## src/source/hci_pkg.sv

```systemverilog
package hci_pkg;

  // Host command opcodes
  localparam logic [7:0] HCI_OP_NOP        = 8'h00;
  localparam logic [7:0] HCI_OP_DBG_BRK    = 8'h01;
  localparam logic [7:0] HCI_OP_DBG_RUN    = 8'h02;
  localparam logic [7:0] HCI_OP_QUERY_BRK  = 8'h03;
  localparam logic [7:0] HCI_OP_CPU_MEM_RD = 8'h04;
  localparam logic [7:0] HCI_OP_CPU_MEM_WR = 8'h05;
  localparam logic [7:0] HCI_OP_PPU_MEM_RD = 8'h08;
  localparam logic [7:0] HCI_OP_PPU_MEM_WR = 8'h09;

  localparam int HCI_STATUS_W = 4;
  localparam int HCI_MEM_AW   = 10;

  // One-hot status bits, OR-ed together in a status item
  localparam logic [HCI_STATUS_W-1:0] HCI_OS_OK         = 4'h1;
  localparam logic [HCI_STATUS_W-1:0] HCI_OS_ERROR      = 4'h2;
  localparam logic [HCI_STATUS_W-1:0] HCI_OS_UNKNOWN    = 4'h4;
  localparam logic [HCI_STATUS_W-1:0] HCI_OS_COUNT_ZERO = 4'h8;

  typedef struct packed {
    logic [7:0]  opcode;
    logic [15:0] address;
    logic [15:0] count;
  } hci_cmd_t;

  // Transfer job for one bus engine
  typedef struct packed {
    logic        write;
    logic [15:0] address;
    logic [15:0] count;
  } hci_job_t;

  // Data item carries a byte, status item closes the response
  typedef struct packed {
    logic                    is_status;
    logic [7:0]              data;
    logic [HCI_STATUS_W-1:0] status;
  } hci_rsp_t;

endpackage

```

## src/source/hci_decoder.sv

```systemverilog
module hci_decoder (
  input  logic              clk,
  input  logic              i_arst_n,
  input  logic              i_cpu_break,
  input  logic              i_cmd_valid,
  output logic              o_cmd_ready,
  input  hci_pkg::hci_cmd_t i_cmd,
  output logic              o_cpu_job_valid,
  input  logic              i_cpu_job_ready,
  output logic              o_ppu_job_valid,
  input  logic              i_ppu_job_ready,
  output hci_pkg::hci_job_t o_job,
  input  logic              i_cpu_busy,
  input  logic              i_ppu_busy,
  output logic              o_rsp_valid,
  input  logic              i_rsp_ready,
  output hci_pkg::hci_rsp_t o_rsp,
  output logic              o_dbg_active
);

  logic                             dbg_q;
  logic                             rsp_valid_q;
  logic [hci_pkg::HCI_STATUS_W-1:0] status_q;
  logic                             job_valid_q;
  logic                             job_cpu_q;
  hci_pkg::hci_job_t                job_q;
  logic                             cmd_fire;
  logic                             job_fire;
  logic                             is_cpu_op;
  logic                             is_ppu_op;
  logic                             dispatch;
  logic                             dbg_nxt;
  logic [hci_pkg::HCI_STATUS_W-1:0] status_nxt;

  // One command in flight, engines included
  assign o_cmd_ready = !rsp_valid_q && !job_valid_q && !i_cpu_busy && !i_ppu_busy;
  assign cmd_fire    = i_cmd_valid && o_cmd_ready;
  assign job_fire    = (o_cpu_job_valid && i_cpu_job_ready) ||
                       (o_ppu_job_valid && i_ppu_job_ready);

  assign is_cpu_op = (i_cmd.opcode == hci_pkg::HCI_OP_CPU_MEM_RD) ||
                     (i_cmd.opcode == hci_pkg::HCI_OP_CPU_MEM_WR);
  assign is_ppu_op = (i_cmd.opcode == hci_pkg::HCI_OP_PPU_MEM_RD) ||
                     (i_cmd.opcode == hci_pkg::HCI_OP_PPU_MEM_WR);

  always_comb begin
    dispatch   = 1'b0;
    dbg_nxt    = dbg_q;
    status_nxt = hci_pkg::HCI_OS_OK;
    if (!dbg_q) begin
      // Running: only NOP, BRK and QUERY are known
      case (i_cmd.opcode)
        hci_pkg::HCI_OP_NOP: ;
        hci_pkg::HCI_OP_DBG_BRK: dbg_nxt = 1'b1;
        hci_pkg::HCI_OP_QUERY_BRK: status_nxt = hci_pkg::HCI_OS_ERROR;
        default: begin
          if (is_cpu_op || is_ppu_op) begin
            status_nxt = hci_pkg::HCI_OS_ERROR;
          end else begin
            status_nxt = hci_pkg::HCI_OS_UNKNOWN | hci_pkg::HCI_OS_ERROR;
          end
        end
      endcase
    end else begin
      case (i_cmd.opcode)
        hci_pkg::HCI_OP_NOP, hci_pkg::HCI_OP_DBG_BRK, hci_pkg::HCI_OP_QUERY_BRK: ;
        hci_pkg::HCI_OP_DBG_RUN: dbg_nxt = 1'b0;
        default: begin
          if (!(is_cpu_op || is_ppu_op)) begin
            status_nxt = hci_pkg::HCI_OS_UNKNOWN | hci_pkg::HCI_OS_ERROR;
          end else if (i_cmd.count == 16'd0) begin
            status_nxt = hci_pkg::HCI_OS_COUNT_ZERO | hci_pkg::HCI_OS_ERROR;
          end else begin
            dispatch = 1'b1;
          end
        end
      endcase
    end
  end

  always_ff @(posedge clk or negedge i_arst_n) begin
    if (!i_arst_n) begin
      dbg_q       <= 1'b0;
      rsp_valid_q <= 1'b0;
      job_valid_q <= 1'b0;
      job_cpu_q   <= 1'b0;
    end else if (cmd_fire) begin
      dbg_q       <= dbg_nxt;
      rsp_valid_q <= !dispatch;
      job_valid_q <= dispatch;
      job_cpu_q   <= is_cpu_op;
    end else begin
      // Core-side break only matters while running
      if (!dbg_q && i_cpu_break) begin
        dbg_q <= 1'b1;
      end
      if (rsp_valid_q && i_rsp_ready) begin
        rsp_valid_q <= 1'b0;
      end
      if (job_fire) begin
        job_valid_q <= 1'b0;
      end
    end
  end

  always_ff @(posedge clk) begin
    if (cmd_fire) begin
      status_q      <= status_nxt;
      job_q.write   <= (i_cmd.opcode == hci_pkg::HCI_OP_CPU_MEM_WR) ||
                       (i_cmd.opcode == hci_pkg::HCI_OP_PPU_MEM_WR);
      job_q.address <= i_cmd.address;
      job_q.count   <= i_cmd.count;
    end
  end

  assign o_cpu_job_valid = job_valid_q && job_cpu_q;
  assign o_ppu_job_valid = job_valid_q && !job_cpu_q;
  assign o_job           = job_q;
  assign o_rsp_valid     = rsp_valid_q;
  assign o_rsp           = '{is_status: 1'b1, data: 8'h00, status: status_q};
  assign o_dbg_active    = dbg_q;

  a_one_job: assert property (@(posedge clk) disable iff (!i_arst_n)
    !(o_cpu_job_valid && o_ppu_job_valid));

endmodule

```

## config.mk

```make
export PLATFORM = sky130hd
export DESIGN_NAME = hci_decoder
export DESIGN_NICKNAME = d
export VERILOG_FILES = /design/src/source/hci_pkg.sv /design/src/source/hci_decoder.sv
export SDC_FILE = /design/constraint.sdc
export NUM_CORES = 1
export LEC_CHECK = 0
export ABC_AREA = 1
export BUFFER_PORTS_ARGS = -buffer_cell sky130_fd_sc_hd__buf_4
export CORE_MARGIN = 5
export CORE_UTILIZATION = 45
export CTS_CLUSTER_SIZE = 8
export DETAILED_ROUTE_END_ITERATION = 8
export HOLD_SLACK_MARGIN = 0.15
export PLACE_DENSITY = 0.83
export SLEW_MARGIN = 20
export SYNTH_ARGS = -nofsm -noshare
export SYNTH_HDL_FRONTEND = slang
export SYNTH_SLANG_ARGS = --single-unit
```

## constraint.sdc

```tcl
create_clock -name clk -period 4 [get_ports clk]
set_input_delay 0.4 -clock clk [delete_from_list [all_inputs] [get_ports clk]]
set_output_delay 0.4 -clock clk [all_outputs]
set_load 0.05 [all_outputs]
```

* Word level (Yosys, flattened, before mapping) *
Cells that the tools add are included.

storage, ports and cells
  register bits after elaboration = 41
  input bits = 49
  output and inout port bits = 51
  logic and storage cells = 63

operators by class
  equality and inequality tests = 7
  multiplexer cells = 19
  reductions and logical operators = 29

operators by type and width
  operator                                       count
  == test 8 x 2 -> 1 bit, second input constant  2
  == test 8 x 3 -> 1 bit, second input constant  2
  == test 8 x 4 -> 1 bit, second input constant  2
  zero test 16 bit                               1
  two-way mux 4 bit                              4
  two-way mux 1 bit                              13
  logical AND 1 bit                              10
  == test 8 x 1 -> 1 bit, second input constant  1
  zero test 8 bit                                1
  zero test 1 bit                                7
  one-hot mux 3 bit (2 select lines)             1
  nonzero test 2 bit                             3
  logical OR 1 bit                               5
  OR reduction 4 bit                             1
  two-way mux 3 bit                              1
  OR reduction 2 bit                             1

* Longest topological paths before layout *
Gate-level depths: netlist of run 1.

  word-level depth = 8
  mapped depth = 7

* Least setup slack after synthesis of run 1 *
OpenSTA, ideal clock, no wires.

  path type = register -> register
  start point = reg rsp_valid_q (netlist: o_rsp_valid)
  end point = reg rsp_valid_q (netlist: o_rsp_valid)
  setup time = 0.116 ns
  arrival = 2.285 ns
  data required time = 3.884 ns
  slack = 1.599 ns
  stages on the path, launching flop included = 7
  buffers on the path = 0
  period minus slack after synthesis = 2.401 ns
  path through = dfrtp_1 nor2_1 nand2_1 nor2_2 nand3_1 nor2_2 nor2_1

on the way
  cells in the longest elaborated chain, start to end = 6
  elaborated cells on any way between the ends = 8

ends and longest elaborated chain
  element                                                         line               RTL
  start: declaration                                              hci_decoder.sv:22  logic rsp_valid_q;
  start signal: assignment                                        hci_decoder.sv:89  rsp_valid_q <= !dispatch;
  zero test 1 bit *                                               hci_decoder.sv:36  assign o_cmd_ready = !rsp_valid_q && !job_valid_q && !i_cpu_busy && !i_ppu_busy;
  logical AND 1 bit * (3 in series)                               hci_decoder.sv:36
  logical AND 1 bit *                                             hci_decoder.sv:37  assign cmd_fire = i_cmd_valid && o_cmd_ready;
  named net cmd_fire                                              hci_decoder.sv:27  logic cmd_fire;
  two-way mux 1 bit / nonzero test 2 bit (equally long branches)  n/a

Mark *: on every way through the listed nets, which the timed path passes. The rest lies on a longest branch.
A chain may end at the register's enable or synchronous reset.

* Worst setup path in the final report of run 1 *
  start point = reg job_valid_q
  end point = reg rsp_valid_q (netlist: o_rsp_valid)

on the way
  cells in the longest elaborated chain, start to end = 6
  elaborated cells on any way between the ends = 7

ends and longest elaborated chain
  element                                                         line               RTL
  start: declaration                                              hci_decoder.sv:24  logic job_valid_q;
  start signal: assignment                                        hci_decoder.sv:90  job_valid_q <= dispatch;
  zero test 1 bit *                                               hci_decoder.sv:36
  logical AND 1 bit * (3 in series)                               hci_decoder.sv:36
  logical AND 1 bit *                                             hci_decoder.sv:37
  named net cmd_fire                                              hci_decoder.sv:27
  two-way mux 1 bit / nonzero test 2 bit (equally long branches)  n/a

Marked as above.

==> results_dict.tcl, run 1 <==
set metrics [dict create \
    run_status "completed" \
    cts-resized-gates 0 \
    hold_path_startpoint "i_cmd[30]" \
    io_pins 100 \
    count_of_buffers_from_port_buffering 90 \
    synthesis.yosys.warnings 0 \
    final_layout_size_suffix_gt1_share_pct 51.9 \
    max_cap_violations 0 \
    chipWidth_um 70.0 \
    clock_path_buffers 2 \
    netlist_area_um2 1620 \
    rsz0062_at_grt "false" \
    worstSetupStartpointType "flop" \
    final-max-slew-violation-count 0 \
    dieArea_um2 4900 \
    hpwlAfterDp_um 2860 \
    power.leakage_nw 1.05 \
    area_delta_synth_final_pct 46.8 \
    cts_inserted_buffers 5 \
    finalNetCount 264 \
    finClkSkew_ps 4.56 \
    netlist_instances 119 \
    clock_latency_ps 330 \
    place_congestion 0.764 \
    timing.critical_path.to_type "flop" \
    synth_area_leaders "sky130_fd_sc_hd__edfxtp_1 (69%), sky130_fd_sc_hd__dfrtp_1 (6.2%), sky130_fd_sc_hd__nor2_1 (4.6%)" \
    fp-row-count 21 \
    maximum_number_of_pins_on_one_net_before_global_route_repair 40 \
    n_antenna_cell 0 \
    drt-pass1-iter-count 4 \
    worst_min_delay_path_category "in2reg" \
    synth_enable_flop_cells 37 \
    required_ps 4240 \
    actual_slew_at_the_worst_max_slew_pin_ps 1010 \
    most-common-layout-cells "sky130_fd_sc_hd__buf_4 (90), sky130_fd_sc_hd__edfxtp_1 (37), sky130_fd_sc_hd__nor2_1 (20)" \
    pwr_density_cell_nw_per_um2 345 \
    ys_seq_elements 41 \
    asyncSetResetFlopFracSynth_pct 9.76 \
    cp_data_arrival_time_ps 2230 \
    synth_seq_area_share_pct 74.8 \
    finalSetupViolations 0 \
    drt_iter0_markers 90 \
    cts_num_sinks 41 \
    final.period_utilization_pct 49.7 \
    max_clock_freq_mhz 503 \
    die-height_um 70.0 \
    global_route_wire_length_before_repair_um 5490 \
    min_delay_path_depth 1 \
    layout.cell_area.non_filler_um2 2380 \
    synth_top_area_share_pct 68.6 \
    placement.cell_area_um2 2320 \
    drt_drc_violations_left 0 \
    cts-root-buf "sky130_fd_sc_hd__clkbuf_4" \
    timing.critical_path.fanout_max 39 \
    setup.reg_to_reg.worst_slack_ps 2010 \
    routed_via_density 4.45 \
    worst-r2r-cell-count 6 \
    synth.largest_area_cell "sky130_fd_sc_hd__edfxtp_1" \
    ir_worst_vdd_v 0.000139 \
    initial_utilization_pct 47.4 \
    cts_tree "yes" \
    routed-via-count 1165 \
    htree_num_levels 2 \
    groute.usage.overall_pct 14.9 \
    hold_viol 0 \
    slew_headroom_pct 32.2 \
    grt_pass1_vias 1136 \
    path_clk_slew_ps 110 \
    most_frequent_standard_cell_in_the_layout_excluding_fill_and_tap_cells "sky130_fd_sc_hd__buf_4" \
    routed_wirelength_um 3610 \
    hold_end "o_job[30]" \
    core_area_um2 3420 \
    grt_overflow 0 \
    tns_ps 0 \
    reg2reg_to "o_rsp_valid" \
    synth_flop_cell "sky130_fd_sc_hd__edfxtp_1" \
    grt_antenna_before_repair 0 \
    post_synth_num_cell_types 22 \
    critical_path.reg2reg.startpoint "job_valid_q" \
    route.antenna.remaining_nets 0 \
    avgRoutedWirePerCell_um 13.8 \
    finalWorstPathRequiredPeriod_ps 1990 \
    mean_cell_area_of_the_mapped_netlist_um2 13.6 \
    critical_path_type "reg2reg" \
]
-- final cells by class --
cell class / count / area (um^2)
multi-input combinational: 64 / 327
clock buffer: 6 / 41.3
inverter: 12 / 45.0
timing repair buffer: 91 / 686
clock inverter: 2 / 10.0
fill: 260 / 1040
tap: 46 / 57.6
sequential: 41 / 1210
-- worst max-delay path, stage by stage (launching register included) --
cell                      delay [ps]
sky130_fd_sc_hd__dfrtp_1         410
sky130_fd_sc_hd__nor2_1          110
sky130_fd_sc_hd__nand2_1         100
sky130_fd_sc_hd__nor2_4          780
sky130_fd_sc_hd__nand3_1         270
sky130_fd_sc_hd__nor2_2          180
sky130_fd_sc_hd__nor2_1           40
-- power breakdown --
group	internal (mW)	switching (mW)
Combinational	0.0514	0.0933
Clock	0.0671	0.123
Sequential	0.481	0.00521
Total	0.600	0.221
-- routing by layer --
layer  GRT usage [%]  vias to the layer above  share of wire [%]
li1                -                      569                  -
met1            18.0                      508                 42
met2            22.9                       80                 44
met3            5.45                        8                 12
met4            8.30                        0                2.4
met5               0                        -                  0
-- metrics by stage --
step / instances / hold WS (ps) / worst slack, ps / util [%] / power [mW]
after floorplan: 126 / 104 / 1600 / - / 0.584
after global placement: 253 / 198 / 1940 / 67.8 / 0.638
after detailed placement: 253 / 198 / 1900 / 67.8 / 0.640
after CTS: 262 / 222 / 2000 / 69.6 / 0.825
after global routing: 262 / 203 / 1860 / 69.6 / 0.852
final: 262 / 231 / 2010 / 69.6 / 0.821
-- flip-flops by register name (all words and copies together), names as in the netlist --
signal	count
o_job	33
o_rsp_valid	1
job_valid_q	1
o_dbg_active	1
job_cpu_q	1
status_q	4
-- timing repair --
action                                 in CTS  in global routing
endpoints found under the hold margin       4                  0
hold buffers                                1                  0
buffers inserted                            0                  0
-- synth_stat cells, types with 2 or more instances --
library cell               number
sky130_fd_sc_hd__nand3_2        3
sky130_fd_sc_hd__nor2_2         4
sky130_fd_sc_hd__inv_1         11
sky130_fd_sc_hd__o21ai_0        3
sky130_fd_sc_hd__conb_1         2
sky130_fd_sc_hd__nand2_2        3
sky130_fd_sc_hd__buf_4          9
sky130_fd_sc_hd__dfrtp_1        4
sky130_fd_sc_hd__nor2_1        20
sky130_fd_sc_hd__nand2_1       12
sky130_fd_sc_hd__edfxtp_1      37
-- worst max-delay path by stage --
stage,start,to,slack [ps],cells past startpoint
floorplan,o_rsp_valid,o_rsp_valid,1600,6
global placement,i_cpu_busy,o_rsp_valid,1940,7
detailed placement,i_cpu_busy,o_rsp_valid,1900,7
CTS,job_valid_q,o_rsp_valid,2000,6
global route,job_valid_q,o_rsp_valid,1860,6
finish,job_valid_q,o_rsp_valid,2010,6
-- cell families (layout without fill, tap and decap cells) --
logic type | Yosys count | after routing | share of synthesized area, %
compound gates | 8 | 8 | 3.25
other cells | 2 | 9 | 0.464
simple gates | 46 | 46 | 14.0
flops | 41 | 41 | 74.8
buf+inv | 21 | 111 | 6.95
xor+xnor | 1 | 1 | 0.541
No activity file was read; power rests on OpenSTA's default activity.
==> run 2: changes to the inputs <==
--- a/config.mk
+++ b/config.mk
@@ -5,14 +5,14 @@
 export SDC_FILE = /design/constraint.sdc
 export NUM_CORES = 1
 export LEC_CHECK = 0
-export ABC_AREA = 1
+export ABC_AREA = 0
 export BUFFER_PORTS_ARGS = -buffer_cell sky130_fd_sc_hd__buf_4
 export CORE_MARGIN = 5
-export CORE_UTILIZATION = 45
+export CORE_UTILIZATION = 42
 export CTS_CLUSTER_SIZE = 8
 export DETAILED_ROUTE_END_ITERATION = 8
 export HOLD_SLACK_MARGIN = 0.15
-export PLACE_DENSITY = 0.83
+export PLACE_DENSITY = 0.79
 export SLEW_MARGIN = 20
 export SYNTH_ARGS = -nofsm -noshare
 export SYNTH_HDL_FRONTEND = slang
==> constraint.sdc (replaced) <==
create_clock -name clk -period 1.85 [get_ports clk]
set_input_delay 0.185 -clock clk [delete_from_list [all_inputs] [get_ports clk]]
set_output_delay 0.185 -clock clk [all_outputs]
set_load 0.05 [all_outputs]
==> run 2 against run 1 <==
Clock skew up 1.8 ps. Hold slack worse by 55 ps. Register-to-register slack worse by 1700 ps. Power rose to 2.5 times the previous value. Non-clock buffer count is 38 higher. Synthesized cell count down 20%. Clock power grew to 3.3 times the previous value. Worst setup slack got worse by 1700 ps. Clock-buffer cell count up 1. Sequential share of layout area shrank 7.6 points. Combinational power grew to 2.6 times the previous value. Largest cell class unchanged. Highest routed layer unchanged.
==> results_dict.tcl, run 2 <==
set metrics [dict create \
    global_route_wire_length_before_repair_um 8380 \
    timing.critical_path.to_type "flop" \
    synthesis.yosys.warnings 0 \
    clock_power_share_pct 30.7 \
    core_area_um2 3660 \
    rsz0062_at_grt "false" \
    mean_cell_area_of_the_mapped_netlist_um2 16.6 \
    final_layout_size_suffix_gt1_share_pct 49.1 \
    maximum_number_of_pins_on_one_net_before_global_route_repair 22 \
    most_frequent_standard_cell_in_the_layout_excluding_fill_and_tap_cells "sky130_fd_sc_hd__buf_4" \
    fp-row-count 22 \
    route.antenna.remaining_nets 0 \
    tns_ps 0 \
    path_clk_slew_ps 80 \
    avgRoutedWirePerCell_um 19.6 \
    layout.cell_area.non_filler_um2 2800 \
    routed-via-count 1388 \
    power.leakage_nw 1.20 \
    chipWidth_um 71.3 \
    clock_latency_ps 290 \
    count_of_buffers_from_port_buffering 90 \
    groute.usage.overall_pct 22.3 \
    pwr_density_cell_nw_per_um2 741 \
    hold_viol 0 \
    place_congestion 0.838 \
    area_delta_synth_final_pct 76.9 \
    grt_overflow 0 \
    setup_ws_ps 302 \
    final-max-slew-violation-count 0 \
    required_ps 2020 \
    p_int_mw 1.54 \
    n_antenna_cell 0 \
    worstSetupStartpointType "flop" \
    routed_via_density 5.03 \
    cts_num_sinks 41 \
    yosys-top-cells-count "sky130_fd_sc_hd__edfxtp_1 (37), sky130_fd_sc_hd__buf_4 (9), sky130_fd_sc_hd__nand2_1 (6)" \
    die-height_um 71.3 \
    htree_num_levels 2 \
    synth_flop_cell "sky130_fd_sc_hd__edfxtp_1" \
    n_fill_cell 219 \
    cts-root-buf "sky130_fd_sc_hd__clkbuf_8" \
    cts_inserted_buffers 5 \
    synth_area_leaders "sky130_fd_sc_hd__edfxtp_1 (70%), sky130_fd_sc_hd__dfrtp_1 (6.3%), sky130_fd_sc_hd__buf_4 (4.3%)" \
    asyncSetResetFlopFracSynth_pct 9.76 \
    finalNetCount 276 \
    run_status "completed" \
    power.sequential.fraction_pct 50.8 \
    cts-resized-gates 0 \
    drt-pass1-iter-count 4 \
    post_synth_num_cell_types 29 \
    hpwlAfterDp_um 3080 \
    drt_iter0_markers 148 \
    final.period_utilization_pct 83.7 \
    p_sw_share_pct 25.5 \
    finalSetupViolations 0 \
    initial_utilization_pct 43.2 \
    largest_register_ffs 33 \
    synth_seq_area_share_pct 76.6 \
    most-common-layout-cells "sky130_fd_sc_hd__buf_4 (92), sky130_fd_sc_hd__edfxtp_1 (37), sky130_fd_sc_hd__dlygate4sd3_1 (35)" \
    netSwitchingPower_uw 529 \
    combinationalPowerShare_pct 18.5 \
    finClkSkew_ps 6.37 \
    dieArea_um2 5090 \
    routed_wirelength_um 5400 \
    cts_tree "yes" \
    drt_drc_violations_left 0 \
    grt_pass1_vias 1424 \
    placement.cell_area_um2 2340 \
    timing.critical_path.fanout_max 20 \
    ir_worst_vdd_v 0.000430 \
    synth_enable_flop_cells 37 \
    finalHoldWorstSlack_ps 177 \
    max_cap_violations 0 \
    place_worst_setup_slack_ps 22.2 \
    cp_data_arrival_time_ps 1720 \
    netlist_instances 95 \
    critical_path_type "reg2reg" \
    max_clock_freq_mhz 646 \
    clock_path_buffers 2 \
    yosys.cell_count.top_type "sky130_fd_sc_hd__edfxtp_1" \
    grt_antenna_before_repair 0 \
    synth_top_area_share_pct 70.3 \
    io_pins 100 \
    ys_seq_elements 41 \
    finalWorstPathRequiredPeriod_ps 1550 \
    synth.largest_area_cell "sky130_fd_sc_hd__edfxtp_1" \
    netlist_area_um2 1580 \
    worst_min_delay_path_category "in2reg" \
]
run 2: cell count changes after synthesis, moves of 4 or more:
cell | previous run | this run
sky130_fd_sc_hd__nor3_1 | 0 | 5
sky130_fd_sc_hd__nand2_1 | 12 | 6
sky130_fd_sc_hd__nor2_2 | 4 | 0
sky130_fd_sc_hd__inv_1 | 11 | 3
sky130_fd_sc_hd__nor2_1 | 20 | 1
sky130_fd_sc_hd__or4_4 | 0 | 4
run 2: kinds of logic (layout without fill, tap and decap cells):
family / Yosys count / in the layout / synth area share (%)
AO/OA/AOI/OAI: 10 / 10 / 5.78
XOR/XNOR: 1 / 1 / 0.554
adder cells (fa/ha/maj): 1 / 1 / 0.633
buffers and inverters: 14 / 140 / 5.54
flip-flops: 41 / 41 / 76.6
multiplexers: 1 / 1 / 0.633
other: 2 / 9 / 0.475
AND/OR/NAND/NOR: 25 / 25 / 9.74
run 2: timing repair:
item                                   in CTS  in global routing
buffers inserted                            0                  0
hold buffers                               35                  0
endpoints found under the hold margin      38                  0
run 2: power by group through the flow:
stage,clock (mW),sequential (mW),combinational [mW]
final,0.636,1.05,0.382
after global routing,0.694,1.05,0.400
after CTS,0.628,1.05,0.373
after global placement,0,1.07,0.304
after floorplan,0,1.16,0.0962
after detailed placement,0,1.07,0.312
run 2: worst max-delay path, cell delays in order, from the launching register on:
cell and delay (ps):
sky130_fd_sc_hd__dfrtp_1 430, sky130_fd_sc_hd__nor4_4 330, sky130_fd_sc_hd__nand2_2 150, sky130_fd_sc_hd__clkinvlp_4 140, sky130_fd_sc_hd__buf_12 170, sky130_fd_sc_hd__and3_1 160, sky130_fd_sc_hd__nor3_1 50
run 2: path summary, 6_finish.rpt:
check | to | cells past startpoint | slack, ps | from
min in group asynchronous | job_valid_q | 2 | 220 | i_arst_n
hold / removal | job_valid_q | 4 | 180 | i_ppu_job_ready
setup / recovery | o_dbg_active | 6 | 300 | job_valid_q
hold reg to reg | job_cpu_q | 2 | 580 | job_cpu_q
setup reg to reg | o_dbg_active | 6 | 300 | job_valid_q
max in group asynchronous | o_rsp_valid | 2 | 1510 | i_arst_n
run 2: per-layer routing:
metal,global-route usage [%],vias up,share of wire (%)
met1,27.4,670,39
met5,0,-,0
met4,6.68,0,1.3
li1,-,610,-
met3,7.01,6,11
met2,37.6,102,48
run 2: final cells by class:
cell class                      count  area [um^2]  share of cell area, %
Sequential cell                    41         1210                   43.4
Timing Repair Buffer              129         1080                   38.7
Multi-Input combinational cell     47          325                   11.6
Clock buffer                        7         96.3                   3.45
Tap cell                           48         60.1                   2.15
Inverter                            3         15.0                  0.537
Clock inverter                      1         5.00                  0.179
run 2: stage by stage:
step                utilization [%]  cells  power, mW
floorplan                         -    102       1.25
global placement               64.0    233       1.37
global route                   76.4    276       2.15
finish                         76.4    276       2.07
detailed placement             64.0    233       1.38
CTS                            76.4    276       2.05
==> run 3: changes to the inputs <==
--- a/config.mk
+++ b/config.mk
@@ -8,11 +8,11 @@
 export ABC_AREA = 0
 export BUFFER_PORTS_ARGS = -buffer_cell sky130_fd_sc_hd__buf_4
 export CORE_MARGIN = 5
-export CORE_UTILIZATION = 42
+export CORE_UTILIZATION = 38
 export CTS_CLUSTER_SIZE = 8
 export DETAILED_ROUTE_END_ITERATION = 8
 export HOLD_SLACK_MARGIN = 0.15
-export PLACE_DENSITY = 0.79
+export PLACE_DENSITY = 0.76
 export SLEW_MARGIN = 20
 export SYNTH_ARGS = -nofsm -noshare
 export SYNTH_HDL_FRONTEND = slang
==> constraint.sdc (replaced) <==
create_clock -name clk -period 1.25 [get_ports clk]
set_input_delay 0.125 -clock clk [delete_from_list [all_inputs] [get_ports clk]]
set_output_delay 0.125 -clock clk [all_outputs]
set_load 0.05 [all_outputs]
==> run 3 against run 2 <==
The run now ends with negative setup slack left. Hold slack worse by 3.5 ps. Critical endpoint is now o_job[12]. Power grew 53%. Wire length down 11%. Global-route usage down 5.2 points. Flip-flop and latch count unchanged. Largest cell class is now buffers. Final cell count increased by 6.5%.
==> results_dict.tcl, run 3 (synthesis results as in run 2) <==
set metrics [dict create \
    critical_path_type "reg2reg" \
    multiInputGateArea_um2 360 \
    critical-path-max-stage-delay_ps 440 \
    cts_num_sinks 41 \
    critical-path-slowest-cell "sky130_fd_sc_hd__dfrtp_2" \
    post-layout-total-power_mw 3.17 \
    routed-via-count 1342 \
    hold_viol 0 \
    clock_path_buffers 2 \
    drt-pass1-iter-count 4 \
    n_fill_cell 262 \
    finalNetCount 293 \
    layout.cell_area.non_filler_um2 3050 \
    fp-row-count 23 \
    final-max-slew-violation-count 0 \
    maximum_number_of_pins_on_one_net_before_global_route_repair 18 \
    drt_drc_violations_left 0 \
    hpwlAfterDp_um 3050 \
    placed_cells_incl_taps 240 \
    most_frequent_standard_cell_in_the_layout_excluding_fill_and_tap_cells "sky130_fd_sc_hd__buf_4" \
    worst_min_delay_path_category "in2reg" \
    clock_latency_ps 280 \
    drt_iter0_markers 60 \
    routed_wirelength_um 4810 \
    finalWorstPathRequiredPeriod_ps 1490 \
    finClkSkew_ps 4.25 \
    cp_cell_sequence "nor4_4 -> nand2_2 -> clkinvlp_4 -> buf_12 -> clkbuf_16" \
    max_clock_freq_mhz 672 \
    count_of_buffers_from_port_buffering 90 \
    grt_pass1_vias 1495 \
    htree_num_levels 2 \
    final.period_utilization_pct 119 \
    power.leakage_nw 1.33 \
    timing.critical_path.fanout_max 8 \
    routed_via_density 4.56 \
    cts-root-buf "sky130_fd_sc_hd__clkbuf_8" \
    cp_data_arrival_time_ps 1490 \
    cts_tree "yes" \
    grt_overflow 0 \
    pwr_density_cell_nw_per_um2 1040 \
    route.antenna.remaining_nets 0 \
    ir_worst_vdd_v 0.000647 \
    placement.cell_area_um2 2390 \
    die-height_um 74.5 \
    tns_ps -9100 \
    worstSetupStartpointType "flop" \
    dieArea_um2 5550 \
    avgRoutedWirePerCell_um 16.4 \
    chipWidth_um 74.5 \
    path_clk_slew_ps 70 \
    initial_utilization_pct 39.2 \
    most-common-layout-cells "sky130_fd_sc_hd__buf_4 (97), sky130_fd_sc_hd__dlygate4sd3_1 (38), sky130_fd_sc_hd__edfxtp_1 (37)" \
    run_status "complete, but fails checks" \
    n_antenna_cell 0 \
    final-seq-area_um2 1210 \
    area_delta_synth_final_pct 93.0 \
    core_area_um2 4030 \
    rsz0062_at_grt "true" \
    io_pins 100 \
    timing.critical_path.to_type "flop" \
    finalSetupViolations 44 \
    largest_register_ffs 33 \
    global_route_wire_length_before_repair_um 7110 \
    max_cap_violations 0 \
    grt_antenna_before_repair 0 \
    failed_checks "negative setup slack" \
    fin_cells 294 \
    final_layout_size_suffix_gt1_share_pct 53.3 \
    groute.usage.overall_pct 17.1 \
    setup_ws_ps -238 \
    required_ps 1260 \
    place_worst_setup_slack_ps -491 \
    cts_inserted_buffers 5 \
    place_congestion 0.727 \
]
[run 3: worst max-delay path: cells and delay by family (launching register included)]
family	cells	cell delay (ps)
AND/OR/NAND/NOR	2	360
buffers and inverters	3	410
flip-flops	1	440
[run 3: layer usage]
layer / GRT usage (%) / vias to the layer above / routed length (um)
li1: - / 638 / -
met1: 18.7 / 625 / 1760
met2: 32.5 / 73 / 2540
met3: 4.73 / 6 / 473
met4: 3.95 / 0 / 40
met5: 0 / - / 0
[run 3: cell type report]
class,instances,area share (%)
clock buffer,5,2.26
clock inverter,2,1.15
inverter,3,0.492
multi-input combinational,47,11.8
sequential,41,39.8
tap,50,2.05
timing repair buffer,146,42.4
[run 3: path summary, 6_finish.rpt]
| path | from | to | slack [ps] | cells after the start |
|---|---|---|---|---|
| worst max-delay path | job_valid_q | o_job[12] | -240 | 5 |
| worst min-delay path | i_cpu_break | o_dbg_active | 170 | 3 |
| worst max register to register | job_valid_q | o_job[12] | -240 | 5 |
| worst min register to register | job_valid_q | job_valid_q | 610 | 2 |
| max in group asynchronous | i_arst_n | job_valid_q | 950 | 2 |
| min in group asynchronous | i_arst_n | o_dbg_active | 180 | 2 |
[run 3: what timing repair did]
item,in CTS,in global routing
setup buffers,5,2
hold buffers,38,0
endpoints found under the hold margin,39,0
gates cloned,1,2
gates resized for setup,8,7
endpoints found under the setup margin,44,48
pin swaps,6,6
[run 3: through the flow]
step           utilization (%)  hold slack (ps)
2_1_floorplan                -             -171
4_1_cts                   74.1              150
3_5_place_dp              59.3            -72.4
6_report                  75.7              173
5_1_grt                   75.7              173
3_3_place_gp              59.3            -75.6
[run 3: power breakdown]
group	internal (mW)	leakage, nW	switching (mW)	total (mW)
clock	0.580	0.0540	0.410	0.989
combinational	0.295	0.891	0.330	0.625
sequential	1.54	0.389	0.0135	1.55
